`src/verilog/fold_macros.svh`:
```
/*
 * Fold statistics sizing: decode window, fold groups, counter kinds and width.
 */
`ifndef FOLD_MACROS_SVH
`define FOLD_MACROS_SVH

// decode slots looked at each cycle
`define FOLD_WINDOW 4

// fold groups 1..9 kept in bits 0..8
`define FOLD_GROUPS 9

// one-hot instruction class width
`define FOLD_TYPE_W 6

// counters kept per group
`define STAT_KINDS 7
`define STAT_CNT_W 16

`endif

```
`src/verilog/fold_pkg.sv`:
```
/*
 * Fold decode types: instruction classes, fold group vector and
 * the number of window slots each fold group consumes.
 */
`default_nettype none

`include "fold_macros.svh"

package fold_pkg;

	// one bit per class with a single bit set on a valid slot
	typedef logic [`FOLD_TYPE_W-1:0] inst_type_t;

	// position of each class inside inst_type_t
	typedef enum logic [2:0] {
		type_nf  = 3'd0,
		type_lv  = 3'd1,
		type_op  = 3'd2,
		type_bg2 = 3'd3,
		type_bg1 = 3'd4,
		type_mem = 3'd5
	} type_bit_e;

	// bit g-1 stands for fold group g
	typedef logic [`FOLD_GROUPS-1:0] group_vec_t;

	// slots used by groups 1..9
	// LV LV OP MEM, then the three-slot groups, then the pairs
	parameter int unsigned group_depth [`FOLD_GROUPS] = '{
		4, 3, 3, 3, 2, 2, 2, 2, 2
	};

endpackage

`default_nettype wire

```
`src/verilog/stat_pkg.sv`:
```
/*
 * Statistics types: counter kinds, counter values, read index and
 * the increment and coverage vectors of the counter bank.
 */
`default_nettype none

`include "fold_macros.svh"

package stat_pkg;

	// order matches the bit position in kind_vec_t and in coverage
	typedef enum logic [2:0] {
		kind_folded      = 3'd0,
		kind_missed      = 3'd1,
		kind_fle_off     = 3'd2,
		kind_ib_dirty    = 3'd3,
		kind_scache_miss = 3'd4,
		kind_squash      = 3'd5,
		kind_dec_invalid = 3'd6
	} stat_kind_e;

	typedef logic [`STAT_CNT_W-1:0] stat_cnt_t;
	typedef logic [3:0] group_idx_t;
	typedef logic [`STAT_KINDS-1:0] kind_vec_t;

	// one kind vector per fold group
	typedef kind_vec_t [`FOLD_GROUPS-1:0] stat_incr_t;

	// bit group*7 + kind
	typedef logic [`FOLD_GROUPS*`STAT_KINDS-1:0] cover_vec_t;

endpackage

`default_nettype wire

```
`src/verilog/fold_ideal_detect.sv`:
```
/*
 * Ideal fold detection: matches the four-slot decode window against
 * the nine fold patterns, with group 1 over 2 and group 4 over 7.
 */
`timescale 1ns/10ps
`default_nettype none

`include "fold_macros.svh"

module fold_ideal_detect (
	input  fold_pkg::inst_type_t inst_type [`FOLD_WINDOW],
	input  logic                 inst_valid [`FOLD_WINDOW],
	output fold_pkg::group_vec_t ideal_group
);

	import fold_pkg::*;

	// per-slot class hits qualified by slot valid
	logic [`FOLD_WINDOW-1:0] lv;
	logic [`FOLD_WINDOW-1:0] op;
	logic [`FOLD_WINDOW-1:0] bg2;
	logic [`FOLD_WINDOW-1:0] bg1;
	logic [`FOLD_WINDOW-1:0] mem;

	// pattern hits before suppression
	group_vec_t match;

	always_comb begin
		for (int i = 0; i < `FOLD_WINDOW; i++) begin
			lv[i]  = inst_valid[i] & inst_type[i][type_lv];
			op[i]  = inst_valid[i] & inst_type[i][type_op];
			bg2[i] = inst_valid[i] & inst_type[i][type_bg2];
			bg1[i] = inst_valid[i] & inst_type[i][type_bg1];
			mem[i] = inst_valid[i] & inst_type[i][type_mem];
		end
	end

	assign match[0] = lv[0] & lv[1] & op[2] & mem[3];
	assign match[1] = lv[0] & lv[1] & op[2];
	assign match[2] = lv[0] & lv[1] & bg2[2];
	assign match[3] = lv[0] & op[1] & mem[2];
	assign match[4] = lv[0] & bg2[1];
	assign match[5] = lv[0] & bg1[1];
	assign match[6] = lv[0] & op[1];
	assign match[7] = lv[0] & mem[1];
	assign match[8] = op[0] & mem[1];

	always_comb begin
		ideal_group = match;
		// longer fold shadows its own prefix
		ideal_group[1] = match[1] & ~match[0];
		ideal_group[6] = match[6] & ~match[3];
	end

	// decoder must hand over a single class on every valid slot
	always_comb begin
		for (int i = 0; i < `FOLD_WINDOW; i++) begin
			if (inst_valid[i]) begin
				a_slot_onehot: assert final ($onehot(inst_type[i]))
					else $error("decode slot %0d class %b not one-hot", i, inst_type[i]);
			end
		end
	end

endmodule

`default_nettype wire

```
`src/verilog/fold_miss_classify.sv`:
```
/*
 * Miss classification: compares ideal and actual fold groups on an
 * advancing cycle and sorts each miss by cause into counter increments.
 */
`timescale 1ns/10ps
`default_nettype none

`include "fold_macros.svh"

module fold_miss_classify (
	input  fold_pkg::group_vec_t ideal_group,
	input  fold_pkg::group_vec_t fold_group,
	input  logic                 hold_r,
	input  logic                 hold_d,
	input  logic                 hold_e,
	input  logic                 hold_c,
	input  logic                 psr_fle,
	input  logic                 scache_miss,
	input  logic                 vld_drty_entries,
	input  logic                 squash_fold,
	input  logic                 dec_valid [`FOLD_WINDOW],
	output stat_pkg::stat_incr_t incr,
	output logic                 unexplained
);

	import fold_pkg::*;
	import stat_pkg::*;

	logic       advance;
	logic       any_cause;
	group_vec_t missed;
	// a slot the group needs was not decoded
	group_vec_t dec_short;
	// miss with no cause and a fully decoded window
	group_vec_t orphan;

	// nothing counts while any stage holds
	assign advance = ~(hold_r | hold_d | hold_e | hold_c);

	assign any_cause = ~psr_fle | scache_miss | vld_drty_entries | squash_fold;

	assign missed = advance ? (ideal_group & ~fold_group) : '0;

	always_comb begin
		for (int g = 0; g < `FOLD_GROUPS; g++) begin
			dec_short[g] = 1'b0;
			for (int s = 0; s < `FOLD_WINDOW; s++) begin
				if (s < group_depth[g] && !dec_valid[s]) begin
					dec_short[g] = 1'b1;
				end
			end
		end
	end

	always_comb begin
		for (int g = 0; g < `FOLD_GROUPS; g++) begin
			incr[g][kind_folded] = advance & fold_group[g];
			incr[g][kind_missed] = missed[g];

			// causes are counted independently of each other
			incr[g][kind_fle_off]     = missed[g] & ~psr_fle;
			incr[g][kind_scache_miss] = missed[g] & scache_miss;
			incr[g][kind_ib_dirty]    = missed[g] & vld_drty_entries;
			incr[g][kind_squash]      = missed[g] & squash_fold;

			incr[g][kind_dec_invalid] = missed[g] & ~any_cause & dec_short[g];
			orphan[g] = missed[g] & ~any_cause & ~dec_short[g];
		end
	end

	assign unexplained = |orphan;

	// folding logic picks at most one group per advancing cycle
	always_comb begin
		a_fold_onehot: assert final (!advance || $onehot0(fold_group))
			else $error("fold_group %b has several groups set", fold_group);
	end

endmodule

`default_nettype wire

```
`src/verilog/fold_stat_counters.sv`:
```
/*
 * Statistics counter bank: 9 groups x 7 kinds of 16-bit wrapping
 * counters, plus the registered unexplained-miss pulse.
 */
`timescale 1ns/10ps
`default_nettype none

`include "fold_macros.svh"

module fold_stat_counters (
	input  logic                 clk,
	input  logic                 rst_n,
	input  logic                 stat_enable,
	input  logic                 clr_pulse,
	input  stat_pkg::stat_incr_t incr,
	input  logic                 unexplained,
	output stat_pkg::stat_cnt_t  cnt [`FOLD_GROUPS][`STAT_KINDS],
	output logic                 unexplained_miss
);

	always_ff @(posedge clk or negedge rst_n) begin
		if (!rst_n) begin
			cnt <= '{default: '0};
		end else if (clr_pulse) begin
			// clear beats any increment on the same edge
			cnt <= '{default: '0};
		end else if (stat_enable) begin
			for (int g = 0; g < `FOLD_GROUPS; g++) begin
				for (int k = 0; k < `STAT_KINDS; k++) begin
					if (incr[g][k]) begin
						cnt[g][k] <= cnt[g][k] + 1'b1;
					end
				end
			end
		end
	end

	// one-cycle flag while statistics are on
	always_ff @(posedge clk or negedge rst_n) begin
		if (!rst_n) begin
			unexplained_miss <= 1'b0;
		end else begin
			unexplained_miss <= stat_enable & unexplained;
		end
	end

endmodule

`default_nettype wire

```
`src/verilog/fold_stat_regs.sv`:
```
/*
 * Statistics configuration and read-out: registers enable and clear,
 * returns one addressed counter and the non-zero coverage vector.
 */
`timescale 1ns/10ps
`default_nettype none

`include "fold_macros.svh"

module fold_stat_regs (
	input  logic                 clk,
	input  logic                 rst_n,
	input  logic                 cfg_enable,
	input  logic                 clear,
	input  stat_pkg::group_idx_t rd_group,
	input  stat_pkg::stat_kind_e rd_kind,
	input  stat_pkg::stat_cnt_t  cnt [`FOLD_GROUPS][`STAT_KINDS],
	output logic                 stat_enable,
	output logic                 clr_pulse,
	output stat_pkg::stat_cnt_t  rd_data,
	output stat_pkg::cover_vec_t coverage
);

	import stat_pkg::*;

	stat_cnt_t  rd_sel;
	cover_vec_t nonzero;

	always_ff @(posedge clk or negedge rst_n) begin
		if (!rst_n) begin
			stat_enable <= 1'b0;
			clr_pulse   <= 1'b0;
		end else begin
			stat_enable <= cfg_enable;
			clr_pulse   <= clear;
		end
	end

	// out of range address reads as zero
	assign rd_sel = (rd_group < `FOLD_GROUPS && rd_kind < `STAT_KINDS) ?
		cnt[rd_group][rd_kind] : '0;

	always_comb begin
		for (int g = 0; g < `FOLD_GROUPS; g++) begin
			for (int k = 0; k < `STAT_KINDS; k++) begin
				nonzero[g*`STAT_KINDS + k] = |cnt[g][k];
			end
		end
	end

	// both outputs lag the counter bank by one cycle
	always_ff @(posedge clk or negedge rst_n) begin
		if (!rst_n) begin
			rd_data  <= '0;
			coverage <= '0;
		end else begin
			rd_data  <= rd_sel;
			coverage <= nonzero;
		end
	end

	a_rd_group_range: assert property (@(posedge clk) disable iff (!rst_n)
		rd_group < `FOLD_GROUPS)
		else $error("rd_group %0d beyond last fold group", rd_group);

	// clear reaches the bank one edge later and coverage one edge after that
	a_clear_coverage: assert property (@(posedge clk) disable iff (!rst_n)
		clr_pulse |=> ##1 (coverage == '0))
		else $error("coverage %h not cleared after clear", coverage);

endmodule

`default_nettype wire

```
`src/verilog/fold_monitor_top.sv`:
```
/*
 * Folding statistics unit: ideal fold detection, miss sorting,
 * counter bank and configuration/read-out registers.
 */
`timescale 1ns/10ps
`default_nettype none

`include "fold_macros.svh"

module fold_monitor_top (
	input  logic                 clk,
	input  logic                 rst_n,
	input  fold_pkg::inst_type_t inst_type [`FOLD_WINDOW],
	input  logic                 inst_valid [`FOLD_WINDOW],
	input  fold_pkg::group_vec_t fold_group,
	input  logic                 hold_r,
	input  logic                 hold_d,
	input  logic                 hold_e,
	input  logic                 hold_c,
	input  logic                 psr_fle,
	input  logic                 scache_miss,
	input  logic                 vld_drty_entries,
	input  logic                 squash_fold,
	input  logic                 dec_valid [`FOLD_WINDOW],
	input  logic                 cfg_enable,
	input  logic                 clear,
	input  stat_pkg::group_idx_t rd_group,
	input  stat_pkg::stat_kind_e rd_kind,
	output stat_pkg::stat_cnt_t  rd_data,
	output stat_pkg::cover_vec_t coverage,
	output logic                 unexplained_miss
);

	import fold_pkg::*;
	import stat_pkg::*;

	group_vec_t ideal_group;
	stat_incr_t incr;
	logic       unexplained;
	logic       stat_enable;
	logic       clr_pulse;
	stat_cnt_t  cnt [`FOLD_GROUPS][`STAT_KINDS];

	fold_ideal_detect u_detect (
		.inst_type   (inst_type),
		.inst_valid  (inst_valid),
		.ideal_group (ideal_group)
	);

	fold_miss_classify u_classify (
		.ideal_group      (ideal_group),
		.fold_group       (fold_group),
		.hold_r           (hold_r),
		.hold_d           (hold_d),
		.hold_e           (hold_e),
		.hold_c           (hold_c),
		.psr_fle          (psr_fle),
		.scache_miss      (scache_miss),
		.vld_drty_entries (vld_drty_entries),
		.squash_fold      (squash_fold),
		.dec_valid        (dec_valid),
		.incr             (incr),
		.unexplained      (unexplained)
	);

	fold_stat_counters u_counters (
		.clk              (clk),
		.rst_n            (rst_n),
		.stat_enable      (stat_enable),
		.clr_pulse        (clr_pulse),
		.incr             (incr),
		.unexplained      (unexplained),
		.cnt              (cnt),
		.unexplained_miss (unexplained_miss)
	);

	fold_stat_regs u_regs (
		.clk         (clk),
		.rst_n       (rst_n),
		.cfg_enable  (cfg_enable),
		.clear       (clear),
		.rd_group    (rd_group),
		.rd_kind     (rd_kind),
		.cnt         (cnt),
		.stat_enable (stat_enable),
		.clr_pulse   (clr_pulse),
		.rd_data     (rd_data),
		.coverage    (coverage)
	);

endmodule

`default_nettype wire

```
`config.mk`:
```
export PLATFORM = sky130hd
export DESIGN_NAME = fold_monitor_top
export DESIGN_NICKNAME = d
export VERILOG_FILES = /design/src/verilog/fold_pkg.sv /design/src/verilog/stat_pkg.sv /design/src/verilog/fold_ideal_detect.sv /design/src/verilog/fold_miss_classify.sv /design/src/verilog/fold_stat_counters.sv /design/src/verilog/fold_stat_regs.sv /design/src/verilog/fold_monitor_top.sv
export VERILOG_INCLUDE_DIRS = /design/src /design/src/verilog
export SDC_FILE = /design/constraint.sdc
export NUM_CORES = 2
export LEC_CHECK = 0
export BUFFER_PORTS_ARGS = -buffer_cell sky130_fd_sc_hd__buf_2
export CORE_ASPECT_RATIO = 0.6
export CORE_UTILIZATION = 47
export DETAILED_ROUTE_END_ITERATION = 10
export HOLD_SLACK_MARGIN = 0.1
export PLACE_DENSITY = 0.6
export SYNTH_ARGS = -nofsm -noshare
export SYNTH_HDL_FRONTEND = slang
export SYNTH_SLANG_ARGS = --single-unit
```
`constraint.sdc`:
```
create_clock -name clk -period 2.6 [get_ports clk]
set_input_delay 0 -clock clk [delete_from_list [all_inputs] [get_ports clk]]
set_output_delay 0 -clock clk [all_outputs]
set_load 0.005 [all_outputs]
```
# Word-level counts from Yosys, hierarchy flattened
# Cells that the tools add are included.
# totals
register_bits	1090
elab_cells	518
output_inout_bits	80
in_bits	60
# op_classes
reduce_logical	192
mux	77
add_sub_neg	63
magnitude_cmp	4
n_bitwise	114
# op_table
op	n
2-to-1 mux 1008 bit	2
2-to-1 mux 16 bit	66
adder 16 x 1 -> 16 bit, second input constant	63
OR reduction 16 bit	63
binary-select mux 112 bit (select 4 bit)	1
2-to-1 mux 112 bit	2
nonzero test 2 bit	64
AND reduction 2 bit	63
bitwise AND 1 bit	96
binary-select mux 16 bit (select 3 bit)	1
bitwise AND 9 bit	1
2-to-1 mux 9 bit	1
NOT 9 bit	1
OR reduction 9 bit	1
NOT 1 bit	8
OR 1 bit	6
greater-or-equal comparator 5 bit, second input constant	1
NOT 4 -> 5 bit	1
greater-or-equal comparator 4 bit, second input constant	1
less-than comparator 4 bit, second input constant	1
2-to-1 mux 1 bit	4
NOT 3 -> 4 bit	1
less-than comparator 3 bit, second input constant	1
logical AND 1 bit	1

# Depth between registers and ports, before layout
# logic_depth
ltp_word	13
ltp_mapped	10
mapped_depth_nobuf	6

# Modules after synthesis
# A second synthesis with hierarchy kept.
# unflattened
cells_unflattened	6824
area_unflattened_um2	64229.1
# modules_own_cells
mod	area_each_um2	cells_per_inst	n_inst
fold_stat_counters	50526.0	5281	1
fold_stat_regs	13053.8	1434	1
fold_miss_classify	556.8	94	1
fold_ideal_detect	92.6	15	1

# Least setup slack after synthesis
# Ideal clock, no wire load.
# synth_timing
kind	reg2reg
start	register u_regs.clr_pulse
end	register u_counters.cnt[1007] (netlist name)
n_path_buf	7
synth_period_minus_slack_ns	2.392
stages_incl_launch_ff	9
path_slack_ns	0.208
setup_time_ns	0.132
arrival_time_ns	2.260
cell_sequence	dfrtp_1 > clkbuf_1 > buf_2 > clkbuf_1 > clkbuf_1 > clkbuf_1 > clkbuf_1 > buf_1 > nor2_1
# synth_between
elab_chain_len	2
# synth_lines
element	line	source
start, declared	fold_stat_regs.sv:19	output logic clr_pulse,
start signal, assigned	fold_stat_regs.sv:35	clr_pulse <= clear;
nonzero test 2 bit (no line)	n/a	
AND reduction 2 bit (no line)	n/a	
# Several ways; a longest one is shown, not always the timed one.
# A chain may end at the register's enable or synchronous reset.

# Worst setup path in the final report
# layout_timing
start	register u_counters.cnt[241] (netlist name)
end	register u_regs.rd_data[1]
# layout_between
elab_chain_len	7
# layout_lines
element	line	source
binary-select mux 112 bit (select 4 bit)	fold_stat_regs.sv:41	cnt[rd_group][rd_kind] : '0;
2-to-1 mux 112 bit (implied by the code) (2 in series)	fold_stat_regs.sv:41	
binary-select mux 16 bit (select 3 bit)	fold_stat_regs.sv:41	
2-to-1 mux 16 bit (implied by the code) (2 in series)	fold_stat_regs.sv:41	
2-to-1 mux 16 bit	fold_stat_regs.sv:40	assign rd_sel = (rd_group < `FOLD_GROUPS && rd_kind < `STAT_KINDS) ?
via u_regs.rd_sel[1]	fold_stat_regs.sv:26	stat_cnt_t rd_sel;
end signal, assigned	fold_stat_regs.sv:57	rd_data <= rd_sel;
end, declared	fold_stat_regs.sv:20	output stat_pkg::stat_cnt_t rd_data,
# The timed path passes the listed nets, and every way through them passes these cells. The select of a mux whose other input is x is not followed.

==> metrics.cfg <==
[die]
ioPinCount=140
core.rowCount=104
initial_core_util_pct=47.5
die_y_um=288
floorplan.die.width_um=478
fp.dieArea_um2=137000
placeableCoreArea_um2=134000

[placement]
dpl-instance-area_um2=69700
gpl.final_weighted_congestion=1.00
dp_hpwl_um=173000
port-buffer-count=126

[routing]
iteration_0_drc_markers=7189
routed_via_density=6.22
drc=6
postRouteAntennaNets=0
route.vias.total=56200
totalWireLength_um=229000
dr.pass1.iters=9
drt-wirelength-per-cell_um=25.3

[min_path]
launch_point_of_the_worst_hold_path=inst_type[5]
end_point_of_the_most_critical_hold_path=u_counters.cnt[871]
worst_hold_path_type=primary input to register
hold_depth=8

[sta]
max-slew-margin-rel_pct=36.8
worst_slew_pin_slew_ns=0.948
fin_crit_sh_pct=96.1
finalWorstPathRequiredPeriod_ns=2.50
finalHoldViolCount=0
maxClockFrequency_mhz=400
rsz0062_at_grt=yes
setup_viol=0
fin_worst_skew_ns=0.0405
drv_slew=0
post_route_setup_tns_ns=0
fin_hold_ws_ns=0.134

[critical_path]
critical_path.startpoint=u_counters.cnt[241]
worstSetupEndpointType=register
path_class=register to register
r2r.worst_path.cells=8
worstPathRequired_ns=3.24
worst_ep_arrival_time_ns=3.14
critical_path.reg2reg.endpoint=u_regs.rd_data[1]
worstReg2RegStart=u_counters.cnt[241]
r2r_setup_slack_ns=0.10
worstSetupStartpointType=register
timing.critical_path.fanout_max=5

[power_and_ir_drop]
power.internal_mw=27.6
fin_total_pwr_mw=36.7
power.static_leakage_nw=30.6
combinational_power_share_pct=6.9
psw_mw=9.11
ir_worst_vdd_mv=0.524
cellPowerDensity_nw_per_um2=497
seq_power_share_pct=46.3
switching_share_pct=24.8
clock_power_share_pct=46.8

[global_routing]
antenna_found_initial=9
grtUsageTotal_pct=33.0
globalRouteOverflowTotal=0
grt_pass1_vias=50900
grt_start_max_net_pins=99
grt_pass1_wl_um=342000

[status]
status=finished, violations left
failed_checks=DRC

[clocking]
cts_tree=built
clock_tree.buffer_depth=3
clock_sink_count=1090
tritoncts.num_buffers=109
htree_num_levels=3
insertion_delay_ns=0.75
worst_setup_hold_path_clk_slew_ns=0.07
ctsRootBufferMaster=sky130_fd_sc_hd__clkbuf_16

[finish]
post_route_cells_drive_above_1_share_pct=13.6
num-fill-cells=12000
num-nets-final=7338
postLayoutCoreUtil_pct=55.0
synthToLayoutAreaGrowth_pct=15.6
final_standard_cell_area_without_fillers_um2=73900

[synthesis]
synth_fp_nets=6948
synthesized_area_divided_by_synthesized_cell_count_um2=9.45
yosysSeqAreaShare_pct=42.7
synth-edff-count=0
postSynthCellCount=6762
main_flop_type_after_synthesis=sky130_fd_sc_hd__dfrtp_1
ys.warnings.count=0
synthDistinctLibCells=80
synth_async_sr_flop_share_pct=100
syn_area_um2=63900
postSynthRegisterBits=1090

[flow_run]
drv.max_cap_violation_count=0

synth_stat cells (all sizes together), types with 6 or more instances:
cell type	n	share of area, %
o21a	6	0.070
a21oi	284	2.2
o2111ai	27	0.37
nand3	295	2.3
nor2	958	5.6
o211a	6	0.094
a211oi	16	0.19
xor2	339	4.6
buf	94	0.64
o22ai	22	0.22
nor2b	24	0.23
mux4	125	4.4
a31oi	28	0.30
nand2b	9	0.088
nand4	245	2.4
mux2	36	0.63
nor4	280	3.2
and3	128	1.3
nor4bb	6	0.094
inv	236	1.4
dfrtp	1090	43
nor3b	25	0.29
a221oi	46	0.63
and2	35	0.34
a22oi	27	0.32
nor4b	107	1.6
and4	61	0.84
nand2	437	2.6
a22o	10	0.14
ha	126	2.5
or3	148	1.5
xnor2	450	6.2
o21ai	232	1.8
o211ai	17	0.20
o221ai	19	0.26
a221o	12	0.19
o2111a	8	0.14
a41oi	11	0.15
mux2i	223	3.5
nor3	213	1.7
clkbuf	244	1.4
metrics by stage:
stage / worst slack [ns] / instances
floorplan: 0.208 / 6762
global placement: -0.108 / 8801
detailed placement: -0.117 / 8801
CTS: 0.00783 / 9039
global route: -0.0104 / 9040
finish: 0.102 / 9041
power by group through the flow:
| stage | Sequential [mW] | Clock (mW) | Combinational, mW |
|---|---|---|---|
| 2_1_floorplan | 17.3 | 0 | 1.02 |
| 3_3_place_gp | 17.3 | 0 | 2.42 |
| 3_5_place_dp | 17.3 | 0 | 2.43 |
| 4_1_cts | 17.0 | 17.4 | 2.49 |
| 5_1_grt | 17.0 | 18.1 | 2.66 |
| 6_report | 17.0 | 17.2 | 2.52 |
how the worst max path moves through the flow:
stage	endpoint	slack [ns]
after floorplan	u_counters.cnt[1007]	0.21
after global placement	u_counters.cnt[349]	-0.11
after detailed placement	u_counters.cnt[349]	-0.12
after CTS	u_counters.cnt[140]	0.008
after global routing	u_counters.cnt[939]	-0.01
final	u_regs.rd_data[1]	0.10
cells by family after synthesis:
kind of cell | Yosys count | share of synthesized area (%)
AOI/OAI and AO/OA | 802 | 7.76
muxes | 384 | 8.53
buffers and inverters | 575 | 3.47
and+or+nand+nor | 2996 | 24.3
DFF | 1090 | 42.7
adders and majority gates | 126 | 2.47
xor gates and xnor gates | 789 | 10.8
per-layer routing:
layer	part of all wire [%]	wire length (um)	GRT usage, %
met2	38	87200	41.9
met1	47	108000	53.3
met5	0.028	65	0
met3	11	25900	8.29
met4	3.2	7240	9.82
worst max-delay path, cell delays in order, from the launching register on:
cell and delay, ns:
sky130_fd_sc_hd__dfrtp_2 0.46, sky130_fd_sc_hd__mux4_2 0.49, sky130_fd_sc_hd__nor2_1 0.13, sky130_fd_sc_hd__a21oi_1 0.08
sky130_fd_sc_hd__a221o_1 0.31, sky130_fd_sc_hd__a21oi_2 0.15, sky130_fd_sc_hd__buf_4 0.15, sky130_fd_sc_hd__a41oi_1 0.04
sky130_fd_sc_hd__dlygate4sd3_1 0.57
cells in the final DEF (no fill, tap or decap), types with 125 or more instances in the layout:
master and count:
sky130_fd_sc_hd__a21oi_1 282, sky130_fd_sc_hd__dfrtp_1 1087, sky130_fd_sc_hd__or3_1 146, sky130_fd_sc_hd__xnor2_1 450, sky130_fd_sc_hd__nor2_1 956, sky130_fd_sc_hd__o21ai_0 227
sky130_fd_sc_hd__nand2_1 436, sky130_fd_sc_hd__xor2_1 339, sky130_fd_sc_hd__buf_4 391, sky130_fd_sc_hd__nand3_1 294, sky130_fd_sc_hd__nor4_1 254, sky130_fd_sc_hd__inv_1 235
sky130_fd_sc_hd__nor3_1 208, sky130_fd_sc_hd__nand4_1 245, sky130_fd_sc_hd__ha_1 126, sky130_fd_sc_hd__mux2i_1 223, sky130_fd_sc_hd__mux4_2 125, sky130_fd_sc_hd__and3_1 127
repair_timing:
item / 4_1_cts / 5_1_grt
endpoints found under the hold margin: 1244 / 0
resized for setup: 0 / 7
hold buffers: 41 / 0
setup endpoints to repair: 0 / 29
setup buffers: 0 / 1
state kept, by name, summed over array words and instances, names as in the netlist:
register                     flops
u_counters.cnt                1008
u_regs.stat_enable               1
u_regs.coverage                 63
u_regs.clr_pulse                 1
u_counters.unexplained_miss      1
u_regs.rd_data                  16
layout make-up:
| class | count | area (um2) | share of cell area, % |
|---|---|---|---|
| multi-input cells | 5097 | 34500 | 46.7 |
| flip-flops and latches | 1090 | 27300 | 36.9 |
| repair buffers | 617 | 5210 | 7.05 |
| clock buffers | 148 | 3080 | 4.17 |
| well taps | 1802 | 2250 | 3.05 |
| inverters | 237 | 890 | 1.20 |
| clock inverters | 49 | 697 | 0.943 |
| diodes | 1 | 2.50 | 0.00339 |
(Power assumes the default switching activity.)
